`src/hw/voter_pkg.sv`:
```
/*
 * shared widths, register indices and command codes of the voter
 * bus and register width are both 64 bits, one register per beat
 * only address bits 7:3 select a register, upper bits are ignored
 */
`default_nettype none

package voter_pkg;

	// ------------------------------
	// bus geometry
	// ------------------------------
	localparam int unsigned addr_width = 12;
	localparam int unsigned data_width = 64;
	localparam int unsigned strb_width = data_width / 8;
	// byte offset bits below the register index
	localparam int unsigned addr_lsb = 3;
	// 32 registers inside a 256 byte window
	localparam int unsigned idx_width = 5;

	// number of voted input sets
	localparam int unsigned set_num = 3;

	// ------------------------------
	// register map
	// ------------------------------
	// write-only set registers
	localparam logic [idx_width-1:0] set_a_idx = 5'd1;
	localparam logic [idx_width-1:0] set_b_idx = 5'd2;
	localparam logic [idx_width-1:0] set_c_idx = 5'd3;
	// read-only result and housekeeping words
	localparam logic [idx_width-1:0] res_idx = 5'd10;
	localparam logic [idx_width-1:0] state_idx = 5'd19;
	localparam logic [idx_width-1:0] status_idx = 5'd20;
	// command register, soft clear lives here
	localparam logic [idx_width-1:0] cmd_idx = 5'd31;

	// low nibble of a command write that clears the bank
	localparam logic [3:0] clear_code = 4'hF;
	// upper half of the state register
	localparam logic [31:0] state_signature = 32'h5555_5555;
	localparam int unsigned vote_count_width = 8;

	// AXI response code, only OKAY is ever returned
	localparam logic [1:0] resp_okay = 2'b00;

endpackage

`default_nettype wire

```
`src/hw/axil_read_port.sv`:
```
/*
 * AXI4-Lite read channel and read-only register mux
 * single outstanding read, RDATA is captured once at accept
 * unmapped indices read as zero, the response is always OKAY
 */
`timescale 1ns/1ps
`default_nettype none

module axil_read_port
	import voter_pkg::*;
(
	input  wire                         S_AXI_ACLK_i,
	input  wire                         S_AXI_ARESETN_i,
	input  wire [addr_width-1:0]        S_AXI_ARADDR_i,
	input  wire                         S_AXI_ARVALID_i,
	output logic                        S_AXI_ARREADY_o,
	output logic [data_width-1:0]       S_AXI_RDATA_o,
	output logic [1:0]                  S_AXI_RRESP_o,
	output logic                        S_AXI_RVALID_o,
	input  wire                         S_AXI_RREADY_i,
	input  wire [data_width-1:0]        majority_i,
	input  wire [set_num-1:0]           disagree_i,
	input  wire                         result_valid_i,
	input  wire [vote_count_width-1:0]  vote_count_i,
	input  wire [set_num-1:0]           set_valid_i
);

	// zero padding widths of the state and status words
	localparam int unsigned state_pad = data_width - $bits(state_signature) - vote_count_width;
	localparam int unsigned status_pad = data_width - (2 * set_num + 1);

	logic                  arready_q;
	logic                  rvalid_q;
	logic [idx_width-1:0]  idx_q;
	logic [data_width-1:0] rdata_q;
	logic [data_width-1:0] rd_mux;
	logic                  rd_en;

	// ------------------------------
	// address accept
	// ------------------------------
	always_ff @(posedge S_AXI_ACLK_i or negedge S_AXI_ARESETN_i)
	begin
		if (!S_AXI_ARESETN_i)
		begin
			arready_q <= 1'b0;
			idx_q     <= '0;
		end
		else if (!arready_q && S_AXI_ARVALID_i && !rvalid_q)
		begin
			// one cycle ready pulse, nothing new while data is pending
			arready_q <= 1'b1;
			idx_q     <= S_AXI_ARADDR_i[addr_lsb +: idx_width];
		end
		else
		begin
			arready_q <= 1'b0;
		end
	end

	// ------------------------------
	// register mux
	// ------------------------------
	always_comb
	begin
		rd_mux = '0;
		case (idx_q)
			res_idx:    rd_mux = majority_i;
			state_idx:  rd_mux = {state_signature, {state_pad{1'b0}}, vote_count_i};
			// status layout is disagree, set valid, result valid from msb down
			status_idx: rd_mux = {{status_pad{1'b0}}, disagree_i, set_valid_i, result_valid_i};
			default:    rd_mux = '0;
		endcase
	end

	assign rd_en = arready_q & S_AXI_ARVALID_i & ~rvalid_q;

	// ------------------------------
	// data and response
	// ------------------------------
	always_ff @(posedge S_AXI_ACLK_i or negedge S_AXI_ARESETN_i)
	begin
		if (!S_AXI_ARESETN_i)
		begin
			rvalid_q <= 1'b0;
			rdata_q  <= '0;
		end
		else if (rd_en)
		begin
			// data frozen here, stays stable under back-pressure
			rvalid_q <= 1'b1;
			rdata_q  <= rd_mux;
		end
		else if (rvalid_q && S_AXI_RREADY_i)
		begin
			rvalid_q <= 1'b0;
		end
	end

	assign S_AXI_ARREADY_o = arready_q;
	assign S_AXI_RVALID_o  = rvalid_q;
	assign S_AXI_RDATA_o   = rdata_q;
	assign S_AXI_RRESP_o   = resp_okay;

endmodule

`default_nettype wire

```
`src/hw/axil_write_port.sv`:
```
/*
 * AXI4-Lite write channel, one transaction outstanding at a time
 * AW and W must be presented together, the beat is taken as a whole
 * every write gets OKAY, the register map is decoded downstream
 */
`timescale 1ns/1ps
`default_nettype none

module axil_write_port
	import voter_pkg::*;
(
	input  wire                   S_AXI_ACLK_i,
	input  wire                   S_AXI_ARESETN_i,
	input  wire [addr_width-1:0]  S_AXI_AWADDR_i,
	input  wire                   S_AXI_AWVALID_i,
	output logic                  S_AXI_AWREADY_o,
	input  wire [data_width-1:0]  S_AXI_WDATA_i,
	input  wire [strb_width-1:0]  S_AXI_WSTRB_i,
	input  wire                   S_AXI_WVALID_i,
	output logic                  S_AXI_WREADY_o,
	output logic [1:0]            S_AXI_BRESP_o,
	output logic                  S_AXI_BVALID_o,
	input  wire                   S_AXI_BREADY_i,
	output logic                  wr_en_o,
	output logic [idx_width-1:0]  wr_idx_o,
	output logic [data_width-1:0] wr_data_o,
	output logic [strb_width-1:0] wr_strb_o
);

	// one ready flop serves both AWREADY and WREADY
	logic                 ready_q;
	// low from accept until the response is taken
	logic                 aw_en_q;
	logic                 bvalid_q;
	logic [idx_width-1:0] idx_q;
	logic                 start;

	// ------------------------------
	// accept
	// ------------------------------
	// address and data both valid, no response pending
	assign start = ~ready_q & S_AXI_AWVALID_i & S_AXI_WVALID_i & aw_en_q;

	always_ff @(posedge S_AXI_ACLK_i or negedge S_AXI_ARESETN_i)
	begin
		if (!S_AXI_ARESETN_i)
		begin
			ready_q <= 1'b0;
			aw_en_q <= 1'b1;
			idx_q   <= '0;
		end
		else
		begin
			// ready is a single cycle pulse
			ready_q <= start;
			if (start)
			begin
				aw_en_q <= 1'b0;
				// register index only, the 256 byte window drops the rest
				idx_q   <= S_AXI_AWADDR_i[addr_lsb +: idx_width];
			end
			else if (bvalid_q && S_AXI_BREADY_i)
			begin
				aw_en_q <= 1'b1;
			end
		end
	end

	// ------------------------------
	// response
	// ------------------------------
	always_ff @(posedge S_AXI_ACLK_i or negedge S_AXI_ARESETN_i)
	begin
		if (!S_AXI_ARESETN_i)
		begin
			bvalid_q <= 1'b0;
		end
		else if (wr_en_o && !bvalid_q)
		begin
			// response follows the ready pulse by one cycle
			bvalid_q <= 1'b1;
		end
		else if (bvalid_q && S_AXI_BREADY_i)
		begin
			bvalid_q <= 1'b0;
		end
	end

	assign S_AXI_AWREADY_o = ready_q;
	assign S_AXI_WREADY_o  = ready_q;
	assign S_AXI_BVALID_o  = bvalid_q;
	assign S_AXI_BRESP_o   = resp_okay;

	// write beat toward the bank, valid during the ready cycle only
	assign wr_en_o   = ready_q & S_AXI_AWVALID_i & S_AXI_WVALID_i;
	assign wr_idx_o  = idx_q;
	// data and strobes are still held by the master here
	assign wr_data_o = S_AXI_WDATA_i;
	assign wr_strb_o = S_AXI_WSTRB_i;

endmodule

`default_nettype wire

```
`src/hw/majority_voter.sv`:
```
/*
 * registered bitwise 2-of-3 majority over the three sets
 * outputs read zero until all three sets are complete
 * the vote counter wraps at 8 bits and is zeroed by soft clear
 */
`timescale 1ns/1ps
`default_nettype none

module majority_voter
	import voter_pkg::*;
(
	input  wire                         S_AXI_ACLK_i,
	input  wire                         S_AXI_ARESETN_i,
	input  wire [data_width-1:0]        set_a_i,
	input  wire [data_width-1:0]        set_b_i,
	input  wire [data_width-1:0]        set_c_i,
	input  wire [set_num-1:0]           set_valid_i,
	input  wire                         clear_i,
	output logic [data_width-1:0]       majority_o,
	output logic [set_num-1:0]          disagree_o,
	output logic                        result_valid_o,
	output logic [vote_count_width-1:0] vote_count_o
);

	logic [data_width-1:0]       maj;
	logic [set_num-1:0]          diff;
	logic                        all_valid;
	logic [data_width-1:0]       majority_q;
	logic [set_num-1:0]          disagree_q;
	logic                        valid_q;
	logic [vote_count_width-1:0] count_q;

	// ------------------------------
	// vote
	// ------------------------------
	// a bit wins when at least two sets agree on it
	assign maj = (set_a_i & set_b_i) | (set_a_i & set_c_i) | (set_b_i & set_c_i);

	// a set disagrees if any of its bits was outvoted
	assign diff[0] = |(set_a_i ^ maj);
	assign diff[1] = |(set_b_i ^ maj);
	assign diff[2] = |(set_c_i ^ maj);

	assign all_valid = &set_valid_i;

	always_ff @(posedge S_AXI_ACLK_i or negedge S_AXI_ARESETN_i)
	begin
		if (!S_AXI_ARESETN_i)
		begin
			majority_q <= '0;
			disagree_q <= '0;
			valid_q    <= 1'b0;
			count_q    <= '0;
		end
		else if (clear_i)
		begin
			majority_q <= '0;
			disagree_q <= '0;
			valid_q    <= 1'b0;
			count_q    <= '0;
		end
		else
		begin
			valid_q    <= all_valid;
			// incomplete sets give a zero result, not a stale one
			majority_q <= all_valid ? maj : '0;
			disagree_q <= all_valid ? diff : '0;
			// one count per rising edge of result valid
			if (all_valid && !valid_q)
			begin
				count_q <= count_q + vote_count_width'(1);
			end
		end
	end

	assign majority_o     = majority_q;
	assign disagree_o     = disagree_q;
	assign result_valid_o = valid_q;
	assign vote_count_o   = count_q;

endmodule

`default_nettype wire

```
`src/hw/root_voter_top.sv`:
```
/*
 * memory-mapped triple-modular voter behind an AXI4-Lite slave
 * base address must sit on a 256 byte boundary
 */
`timescale 1ns/1ps
`default_nettype none

module root_voter_top
	import voter_pkg::*;
(
	input  wire                   S_AXI_ACLK_i,
	input  wire                   S_AXI_ARESETN_i,
	input  wire [addr_width-1:0]  S_AXI_AWADDR_i,
	input  wire                   S_AXI_AWVALID_i,
	output wire                   S_AXI_AWREADY_o,
	input  wire [data_width-1:0]  S_AXI_WDATA_i,
	input  wire [strb_width-1:0]  S_AXI_WSTRB_i,
	input  wire                   S_AXI_WVALID_i,
	output wire                   S_AXI_WREADY_o,
	output wire [1:0]             S_AXI_BRESP_o,
	output wire                   S_AXI_BVALID_o,
	input  wire                   S_AXI_BREADY_i,
	input  wire [addr_width-1:0]  S_AXI_ARADDR_i,
	input  wire                   S_AXI_ARVALID_i,
	output wire                   S_AXI_ARREADY_o,
	output wire [data_width-1:0]  S_AXI_RDATA_o,
	output wire [1:0]             S_AXI_RRESP_o,
	output wire                   S_AXI_RVALID_o,
	input  wire                   S_AXI_RREADY_i
);

	// write beat into the bank
	wire                        wr_en;
	wire [idx_width-1:0]        wr_idx;
	wire [data_width-1:0]       wr_data;
	wire [strb_width-1:0]       wr_strb;
	// bank to voter
	wire [data_width-1:0]       set_a;
	wire [data_width-1:0]       set_b;
	wire [data_width-1:0]       set_c;
	wire [set_num-1:0]          set_valid;
	wire                        clear;
	// voter to read side
	wire [data_width-1:0]       majority;
	wire [set_num-1:0]          disagree;
	wire                        result_valid;
	wire [vote_count_width-1:0] vote_count;

	// ------------------------------
	// input side
	// ------------------------------
	axil_write_port u_wr (
		.S_AXI_ACLK_i(S_AXI_ACLK_i), .S_AXI_ARESETN_i(S_AXI_ARESETN_i),
		.S_AXI_AWADDR_i(S_AXI_AWADDR_i), .S_AXI_AWVALID_i(S_AXI_AWVALID_i),
		.S_AXI_AWREADY_o(S_AXI_AWREADY_o), .S_AXI_WDATA_i(S_AXI_WDATA_i),
		.S_AXI_WSTRB_i(S_AXI_WSTRB_i), .S_AXI_WVALID_i(S_AXI_WVALID_i),
		.S_AXI_WREADY_o(S_AXI_WREADY_o), .S_AXI_BRESP_o(S_AXI_BRESP_o),
		.S_AXI_BVALID_o(S_AXI_BVALID_o), .S_AXI_BREADY_i(S_AXI_BREADY_i),
		.wr_en_o(wr_en), .wr_idx_o(wr_idx), .wr_data_o(wr_data), .wr_strb_o(wr_strb)
	);

	set_register_bank u_bank (
		.S_AXI_ACLK_i(S_AXI_ACLK_i), .S_AXI_ARESETN_i(S_AXI_ARESETN_i),
		.wr_en_i(wr_en), .wr_idx_i(wr_idx), .wr_data_i(wr_data), .wr_strb_i(wr_strb),
		.set_a_o(set_a), .set_b_o(set_b), .set_c_o(set_c),
		.set_valid_o(set_valid), .clear_o(clear)
	);

	// processing, one cycle behind the bank
	majority_voter u_voter (
		.S_AXI_ACLK_i(S_AXI_ACLK_i), .S_AXI_ARESETN_i(S_AXI_ARESETN_i),
		.set_a_i(set_a), .set_b_i(set_b), .set_c_i(set_c),
		.set_valid_i(set_valid), .clear_i(clear),
		.majority_o(majority), .disagree_o(disagree),
		.result_valid_o(result_valid), .vote_count_o(vote_count)
	);

	// ------------------------------
	// output side
	// ------------------------------
	axil_read_port u_rd (
		.S_AXI_ACLK_i(S_AXI_ACLK_i), .S_AXI_ARESETN_i(S_AXI_ARESETN_i),
		.S_AXI_ARADDR_i(S_AXI_ARADDR_i), .S_AXI_ARVALID_i(S_AXI_ARVALID_i),
		.S_AXI_ARREADY_o(S_AXI_ARREADY_o), .S_AXI_RDATA_o(S_AXI_RDATA_o),
		.S_AXI_RRESP_o(S_AXI_RRESP_o), .S_AXI_RVALID_o(S_AXI_RVALID_o),
		.S_AXI_RREADY_i(S_AXI_RREADY_i),
		.majority_i(majority), .disagree_i(disagree), .result_valid_i(result_valid),
		.vote_count_i(vote_count), .set_valid_i(set_valid)
	);

endmodule

`default_nettype wire

```
`src/hw/set_register_bank.sv`:
```
/*
 * three 64 bit set registers with per-byte valid masks
 * a set counts as valid once all eight bytes were written since clear
 * writes to any other index except the command are ignored
 */
`timescale 1ns/1ps
`default_nettype none

module set_register_bank
	import voter_pkg::*;
(
	input  wire                   S_AXI_ACLK_i,
	input  wire                   S_AXI_ARESETN_i,
	input  wire                   wr_en_i,
	input  wire [idx_width-1:0]   wr_idx_i,
	input  wire [data_width-1:0]  wr_data_i,
	input  wire [strb_width-1:0]  wr_strb_i,
	output logic [data_width-1:0] set_a_o,
	output logic [data_width-1:0] set_b_o,
	output logic [data_width-1:0] set_c_o,
	output logic [set_num-1:0]    set_valid_o,
	output logic                  clear_o
);

	logic [data_width-1:0] set_q [set_num];
	logic [strb_width-1:0] mask_q [set_num];
	logic [set_num-1:0]    sel;
	logic                  clear_hit;
	logic                  clear_q;

	// ------------------------------
	// index decode
	// ------------------------------
	always_comb
	begin
		sel = '0;
		case (wr_idx_i)
			set_a_idx: sel = 3'b001;
			set_b_idx: sel = 3'b010;
			set_c_idx: sel = 3'b100;
			default:   sel = '0;
		endcase
	end

	// soft clear needs some strobe and the clear code in the low nibble
	assign clear_hit = wr_en_i && (wr_idx_i == cmd_idx) && (|wr_strb_i)
		&& (wr_data_i[$bits(clear_code)-1:0] == clear_code);

	always_ff @(posedge S_AXI_ACLK_i or negedge S_AXI_ARESETN_i)
	begin
		if (!S_AXI_ARESETN_i)
		begin
			clear_q <= 1'b0;
			for (int k = 0; k < set_num; k++)
			begin
				set_q[k]  <= '0;
				mask_q[k] <= '0;
			end
		end
		else
		begin
			// pulse tells the voter to drop its state one edge later
			clear_q <= clear_hit;
			if (clear_hit)
			begin
				for (int k = 0; k < set_num; k++)
				begin
					set_q[k]  <= '0;
					mask_q[k] <= '0;
				end
			end
			else if (wr_en_i)
			begin
				// merge strobed bytes, mark each one as written
				for (int k = 0; k < set_num; k++)
				begin
					for (int b = 0; b < strb_width; b++)
					begin
						if (sel[k] && wr_strb_i[b])
						begin
							set_q[k][b*8 +: 8] <= wr_data_i[b*8 +: 8];
							mask_q[k][b]       <= 1'b1;
						end
					end
				end
			end
		end
	end

	// ------------------------------
	// outputs
	// ------------------------------
	always_comb
	begin
		for (int k = 0; k < set_num; k++)
		begin
			set_valid_o[k] = &mask_q[k];
		end
	end

	assign set_a_o = set_q[0];
	assign set_b_o = set_q[1];
	assign set_c_o = set_q[2];
	assign clear_o = clear_q;

endmodule

`default_nettype wire

```
`config.mk`:
```
export PLATFORM = sky130hd
export DESIGN_NAME = root_voter_top
export DESIGN_NICKNAME = d
export VERILOG_FILES = /design/src/hw/voter_pkg.sv /design/src/hw/axil_read_port.sv /design/src/hw/axil_write_port.sv /design/src/hw/majority_voter.sv /design/src/hw/root_voter_top.sv /design/src/hw/set_register_bank.sv
export SDC_FILE = /design/constraint.sdc
export NUM_CORES = 1
export LEC_CHECK = 0
export BUFFER_PORTS_ARGS = -buffer_cell sky130_fd_sc_hd__buf_2
export CAP_MARGIN = 20
export CORE_ASPECT_RATIO = 1.25
export CORE_MARGIN = 2
export CORE_UTILIZATION = 45
export DETAILED_ROUTE_END_ITERATION = 12
export GPL_ROUTABILITY_DRIVEN = 0
export PLACE_DENSITY = 0.74
export SYNTH_ARGS = -nofsm -noshare
export SYNTH_HDL_FRONTEND = slang
export SYNTH_SLANG_ARGS = --single-unit
```
`constraint.sdc`:
```
create_clock -name S_AXI_ACLK_i -period 5.16 [get_ports S_AXI_ACLK_i]
set_clock_uncertainty 0.05 [all_clocks]
set_input_delay 1.032 -clock S_AXI_ACLK_i [delete_from_list [all_inputs] [get_ports S_AXI_ACLK_i]]
set_output_delay 1.032 -clock S_AXI_ACLK_i [all_outputs]
set_load 0.05 [all_outputs]
```
==> results.json, run 1 <==
{
  "tns_ns": 0,
  "hold_end": "u_rd.S_AXI_RDATA_o[34]$_DFFE_PN0P_",
  "synth_top_family_by_area": "simple AND/OR/NAND/NOR gates",
  "synth-edff-count": 0,
  "min_path_type": "flip-flop to flip-flop",
  "dieArea_um2": 42900,
  "filler_cell_count": 3808,
  "layout_min_cycle_time_ns": 3.00,
  "hold_start": "u_rd.S_AXI_RDATA_o[34]$_DFFE_PN0P_",
  "nets": 2275,
  "synth_area_leaders": "dfrtp_1, o21ai_0, nand2_1",
  "synth_fa_ha_area_share_pct": 0.0675,
  "first_pass_iters": 7,
  "vias_per_cell": 6.12,
  "grt_max_degree": 210,
  "total_power_mw": 6.31,
  "fp.dieW_um": 186,
  "synth.most_common_cell": "nand2_1",
  "dpl_cell_area_um2": 19700,
  "cp-start-kind": "flip-flop",
  "drcViolationCount": 0,
  "path_clk_slew_ns": 0.06,
  "cts_buffers": 39,
  "tightest_slew_ns": 1.14,
  "slew-limit-headroom_pct": 22.2,
  "syn_to_final_growth_pct": 14.2,
  "synthXorXnorAreaFrac_pct": 0.189,
  "grt_pass1_vias": 15613,
  "start_util_pct": 45.3,
  "grt_overflow": 0,
  "irDropWorstVdd_mv": 0.224,
  "maxSlewViolCount": 0,
  "rsz0062_at_grt": "no",
  "status": "complete, no violations",
  "max_freq_mhz": 333,
  "drive_gt1_share_pct": 12.7,
  "async_reset_ff_share_pct": 100,
  "synth_largest_area_cell": "dfrtp_1",
  "synthMuxAreaShare_pct": 0.412,
  "endpoint_kind": "flip-flop",
  "critPathBufInv": 0,
  "cp_data_required_time_ns": 5.45,
  "synth_top_area_share_pct": 50.1,
  "dp_hpwl_um": 42800,
  "htreeDepth": 2,
  "setup_viol": 0,
  "syn_inst": 2047,
  "netlist_area_um2": 18500,
  "cts_hold_buf": 0,
  "slowest_delay_ns": 0.85,
  "yosys.area_share.simple_pct": 23.8,
  "cts-resized-gates": 0,
  "maxCapViolCount": 0,
  "clockBufferDepth": 3,
  "ys_seq_area_share_pct": 50.2,
  "diodes": 0,
  "routedWlPerCell_um": 22.3,
  "worst-setup-path-type": "flip-flop to flip-flop",
  "synth_compound_area_share_pct": 22.2,
  "leakage_nw": 9.94,
  "ioPinCount": 176,
  "synth_ff_type": "dfrtp_1",
  "path_cells": "nor3b_1 > a2111oi_0 > nand4_1 > nor4_1 > a31oi_1",
  "cts_tree": "yes",
  "core-area_um2": 40900,
  "die_y_um": 231,
  "cp_max_fo": 8,
  "synth-seq-cells": 372,
  "clk_latency_ns": 0.56,
  "r2r-start": "u_bank.set_a_o[28]$_DFFE_PN0P_",
  "worstPathArrival_ns": 3.29,
  "antenna_left": 0,
  "drt_iter0_markers": 2175,
  "p_per_area_nw_per_um2": 298,
  "row_count": 83,
  "final_cell_area_um2": 21200,
  "synth_cell_types": 44,
  "reg2reg_setup_slack_ns": 2.16,
  "wirelength_um": 61500,
  "portBuffers": 157,
  "synth_area_per_cell_um2": 9.06,
  "clockRootBuffer": "clkbuf_16",
  "grtUsageTotal_pct": 28.7,
  "r2r_cells": 5,
  "r2r_end": "u_voter.disagree_o[0]$_DFF_PN0_",
  "holdPathStages": 2,
  "num_vias": 16846,
  "cts_sinks": 372,
  "cp_slowest_cell": "a2111oi_0",
  "grt_pass1_wl_um": 93100,
  "fin_crit_sh_pct": 58.2,
  "yosys-top-cells-count": "nand2_1, dfrtp_1, o21ai_0",
  "crit_family": "compound AO/OA/AOI/OAI gates",
  "postCtsSetupBuffers": 0,
  "hold_viol_final": 0,
  "ys_warn_count": 0,
  "final_util_pct": 51.7,
  "antenna_found_initial": 9
}
state kept, by name (all words and copies together) (netlist names), 8 cells and up:
name	cells
u_bank.set_b_o	64
u_voter.majority_o	64
u_bank.set_a_o	64
u_voter.vote_count_o	8
u_bank.mask_q	24
u_bank.set_c_o	64
u_rd.S_AXI_RDATA_o	64
cells in the final DEF (no fill, tap or decap), types with 4 or more instances in the layout:
| cell type | instances |
|---|---|
| nor2_1 | 69 |
| nor3b_1 | 110 |
| nand2_1 | 380 |
| dfrtp_1 | 371 |
| nand3b_1 | 6 |
| xor2_1 | 4 |
| mux2_2 | 5 |
| a21oi_1 | 274 |
| o21ai_0 | 307 |
| or3b_2 | 4 |
| buf_2 | 156 |
| nor2b_1 | 19 |
| buf_4 | 15 |
| a222oi_1 | 4 |
| a2111oi_0 | 26 |
| buf_12 | 4 |
| clkbuf_16 | 40 |
| inv_1 | 19 |
| clkinvlp_4 | 4 |
| a22o_1 | 11 |
| and3_1 | 5 |
| clkbuf_8 | 8 |
| nor2_2 | 17 |
| nand4_1 | 37 |
| and3b_1 | 107 |
| a21o_1 | 64 |
| bufinv_16 | 6 |
| nor4_1 | 41 |
| o31ai_1 | 6 |
| conb_1 | 4 |
| a22oi_1 | 36 |
logic make-up after synthesis:
group                    Yosys count
AND/OR/NAND/NOR                  813
AO/OA/AOI/OAI                    732
flip-flops                       372
buffers and inverters            117
multiplexers                       7
XOR/XNOR                           4
adder cells (fa/ha/maj)            1
other                              1
metal layers:
metal | up-vias | GRT usage (%) | part of all wire (%)
met5 | - | 0 | 0.24
met2 | 950 | 42.7 | 44
met1 | 8011 | 37.6 | 38
met4 | 18 | 18.2 | 7.3
li1 | 7643 | - | -
met3 | 224 | 6.78 | 11
final cells by class:
| cell class | instances | area (um2) | share of cell area, % |
|---|---|---|---|
| Clock buffer | 51 | 1120 | 5.30 |
| Clock inverter | 19 | 285 | 1.35 |
| Tap cell | 552 | 691 | 3.26 |
| Sequential cell | 372 | 9310 | 44.0 |
| Timing Repair Buffer | 178 | 1010 | 4.75 |
| Multi-Input combinational cell | 1561 | 8680 | 41.0 |
| Inverter | 19 | 71.3 | 0.337 |
worst max path at each step:
stage,start,to,depth (start not counted)
after floorplan,S_AXI_WVALID_i,u_bank.set_a_o[24]$_DFFE_PN0P_,8
after global placement,S_AXI_WVALID_i,u_bank.set_c_o[18]$_DFFE_PN0P_,6
after detailed placement,S_AXI_WVALID_i,u_bank.set_c_o[22]$_DFFE_PN0P_,6
after CTS,u_bank.set_c_o[41]$_DFFE_PN0P_,u_voter.disagree_o[0]$_DFF_PN0_,5
after global routing,S_AXI_WVALID_i,u_bank.set_c_o[10]$_DFFE_PN0P_,6
final,u_bank.set_a_o[28]$_DFFE_PN0P_,u_voter.disagree_o[0]$_DFF_PN0_,5
metrics by stage:
stage	cells	setup WS, ns	hold WS (ns)
6_report	2752	2.16	0.420
3_5_place_dp	2679	1.79	0.415
2_1_floorplan	2050	2.79	0.416
3_3_place_gp	2679	1.84	0.409
4_1_cts	2749	2.18	0.430
5_1_grt	2752	2.09	0.442
power breakdown:
group	total, mW	leakage (nW)	internal (mW)	switching [mW]
combinational	0.299	4.08	0.0699	0.229
clock	3.05	0.679	1.85	1.20
sequential	2.97	5.18	2.95	0.0197
worst register-to-register path, delay by kind of cell, from the launching register on:
family	cells	cell delay, ns
AO/OA/AOI/OAI	2	1.17
AND/OR/NAND/NOR	3	1.13
flip-flops	1	0.44
No activity file was read; power rests on OpenSTA's default activity.
==> inputs of run 2 (changes only) <==
--- a/config.mk
+++ b/config.mk
@@ -5,6 +5,7 @@
 export SDC_FILE = /design/constraint.sdc
 export NUM_CORES = 1
 export LEC_CHECK = 0
+export ABC_AREA = 1
 export BUFFER_PORTS_ARGS = -buffer_cell sky130_fd_sc_hd__buf_2
 export CAP_MARGIN = 20
 export CORE_ASPECT_RATIO = 1.25
==> constraint.sdc (replaced) <==
create_clock -name S_AXI_ACLK_i -period 2.8 [get_ports S_AXI_ACLK_i]
set_clock_uncertainty 0.05 [all_clocks]
set_input_delay 0.56 -clock S_AXI_ACLK_i [delete_from_list [all_inputs] [get_ports S_AXI_ACLK_i]]
set_output_delay 0.56 -clock S_AXI_ACLK_i [all_outputs]
set_load 0.05 [all_outputs]
==> results.json, run 2 <==
{
  "status": "complete, no violations",
  "diodes": 0,
  "cp-start-kind": "flip-flop",
  "row_count": 83,
  "final_cell_area_um2": 21300,
  "power_frac_comb_pct": 14.3,
  "pwr-share-clk_pct": 39.8,
  "drcViolationCount": 0,
  "setup_viol": 0,
  "maxCapViolCount": 0,
  "worstPathArrival_ns": 2.50,
  "vias_per_cell": 5.44,
  "synth_largest_area_cell": "dfrtp_1",
  "synth_ff_type": "dfrtp_1",
  "ys_seq_area_share_pct": 50.3,
  "cp_data_required_time_ns": 3.14,
  "yosys-top-cells-count": "nand2_1, nand3_1, o21ai_0",
  "pre_cts_slack_ns": 0.398,
  "hold_viol_final": 0,
  "slowest_delay_ns": 0.43,
  "dp_hpwl_um": 36000,
  "core-area_um2": 40800,
  "async_reset_ff_share_pct": 100,
  "antenna_left": 0,
  "tns_ns": 0,
  "grt_pass1_wl_um": 82700,
  "rsz0062_at_grt": "no",
  "clockRootBuffer": "clkbuf_16",
  "nets": 2717,
  "filler_cell_count": 3835,
  "fp.dieW_um": 185,
  "critPathBufInv": 1,
  "syn_to_final_growth_pct": 15.3,
  "drive_gt1_share_pct": 10.4,
  "multi_input_area_um2": 7840,
  "grtUsageTotal_pct": 24.2,
  "endpoint_kind": "flip-flop",
  "cts_buffers": 39,
  "fin_ws_ns": 0.640,
  "clockBufferDepth": 3,
  "antenna_found_initial": 1,
  "synth.most_common_cell": "nand2_1",
  "path_cells": "nor3_4 > nand2_1 > nor2_1 > inv_1 > nand3_1 > o21ai_0",
  "fin_crit_sh_pct": 77.1,
  "first_pass_iters": 6,
  "path_clk_slew_ns": 0.06,
  "slew-limit-headroom_pct": 36.5,
  "regArea_um2": 9310,
  "synth_cell_types": 35,
  "cts_sinks": 372,
  "cts_tree": "yes",
  "layout_commonest_cell": "nand2_1",
  "leakage_nw": 10.8,
  "syn_inst": 2456,
  "wirelength_um": 51200,
  "num_vias": 17384,
  "worst-path-stages": 6,
  "netlist_area_um2": 18500,
  "seqPwrFrac_pct": 46.0,
  "synth-seq-cells": 372,
  "holdPathStages": 2,
  "ys_warn_count": 0,
  "switching_share_pct": 28.7,
  "cts-resized-gates": 0,
  "cp_max_fo": 15,
  "portBuffers": 157,
  "maxSlewViolCount": 0,
  "r2r_cells": 6,
  "max_freq_mhz": 463,
  "final_cell_mix": "nand2_1, nand3_1, o21ai_0, dfrtp_1, inv_1",
  "grt_pass1_vias": 16905,
  "synth_area_per_cell_um2": 7.53,
  "synth-edff-count": 0,
  "ioPinCount": 176,
  "min_path_type": "primary input to flip-flop",
  "grt_max_degree": 75,
  "layout_min_cycle_time_ns": 2.16,
  "netSwitchingPower_mw": 3.76,
  "dieArea_um2": 42800,
  "grt_overflow": 0,
  "routedWlPerCell_um": 16.0,
  "htreeDepth": 2,
  "tightest_slew_ns": 0.946,
  "synth_area_leaders": "dfrtp_1, nand2_1, nand3_1",
  "die_y_um": 231,
  "synth_top_area_share_pct": 50.2,
  "crit_family": "simple AND/OR/NAND/NOR gates",
  "start_util_pct": 45.3,
  "drt_iter0_markers": 1412,
  "dpl_cell_area_um2": 20000,
  "clk_latency_ns": 0.55,
  "cp_slowest_cell": "dfrtp_1",
  "worst-setup-path-type": "flip-flop to flip-flop",
  "p_int_mw": 9.34,
  "irDropWorstVdd_mv": 0.492,
  "p_per_area_nw_per_um2": 614
}
==> run 2: routing by layer <==
metal	GRT usage (%)	up-vias	part of all wire (%)
li1	-	8392	-
met1	29.8	8313	40
met2	41.4	552	50
met3	3.72	125	6.1
met4	11.4	2	4.2
met5	0	-	0.023
==> run 2: area by class of cell <==
type                       instances  area share [%]
clock buffer                      54            5.17
clock inverter                    18           0.874
multi-input combinational       1739            36.8
tap                              552            3.24
sequential                       372            43.7
inverter                         266            4.68
timing repair buffer             195            5.61
==> run 2: repair_timing <==
action	4_1_cts	5_1_grt
endpoints found under the hold margin	17	0
buffers inserted	0	0
hold buffers	1	0
==> run 2: worst register-to-register path: stages, from the launching register on <==
cell and delay [ns]:
dfrtp_1 0.43, nor3_4 0.24, nand2_1 0.39, nor2_1 0.36
inv_1 0.29, nand3_1 0.17, o21ai_0 0.09
==> run 2: cells by family (layout without fill, tap and decap cells) <==
family | count (synthesis) | in the layout | synth area share [%]
buffers and inverters | 348 | 533 | 7.37
adders and majority gates | 1 | 1 | 0.0676
and+or+nand+nor | 1277 | 1277 | 29.6
other | 1 | 4 | 0.0203
xor gates and xnor gates | 5 | 5 | 0.237
DFF | 372 | 372 | 50.3
muxes | 1 | 1 | 0.0609
AOI/OAI and AO/OA | 451 | 451 | 12.3
==> run 2: through the flow <==
stage,cells,power (mW),hold WS [ns],util [%]
6_report,3196,13.1,0.152,52.3
5_1_grt,3196,13.7,0.128,52.3
4_1_cts,3196,13.2,0.129,52.3
3_5_place_dp,3123,7.95,0.411,49.1
3_3_place_gp,3123,7.85,0.411,49.1
2_1_floorplan,2459,7.26,0.214,-
==> run 2: worst paths after layout <==
path                                                  startpoint                            endpoint  slack, ns
worst max-delay path                u_wr.wr_idx_o[2]$_DFFE_PN0P_       u_bank.set_a_o[8]$_DFFE_PN0P_       0.64
worst min-delay path                              S_AXI_RREADY_i     u_rd.S_AXI_RVALID_o$_DFFE_PN0P_       0.15
worst max register to register      u_wr.wr_idx_o[2]$_DFFE_PN0P_       u_bank.set_a_o[8]$_DFFE_PN0P_       0.64
worst min register to register  u_voter.majority_o[36]$_DFF_PN0_  u_rd.S_AXI_RDATA_o[36]$_DFFE_PN0P_       0.42
max in group asynchronous                        S_AXI_ARESETN_i      u_bank.set_b_o[20]$_DFFE_PN0P_       1.31
min in group asynchronous                        S_AXI_ARESETN_i      u_bank.set_b_o[63]$_DFFE_PN0P_       0.56
==> run 2: power groups by stage <==
stage	combinational (mW)	sequential, mW	clock [mW]
2_1_floorplan	1.19	6.07	0
3_3_place_gp	1.78	6.07	0
3_5_place_dp	1.85	6.10	0
4_1_cts	1.87	6.00	5.30
5_1_grt	2.14	6.07	5.53
6_report	1.87	6.02	5.21
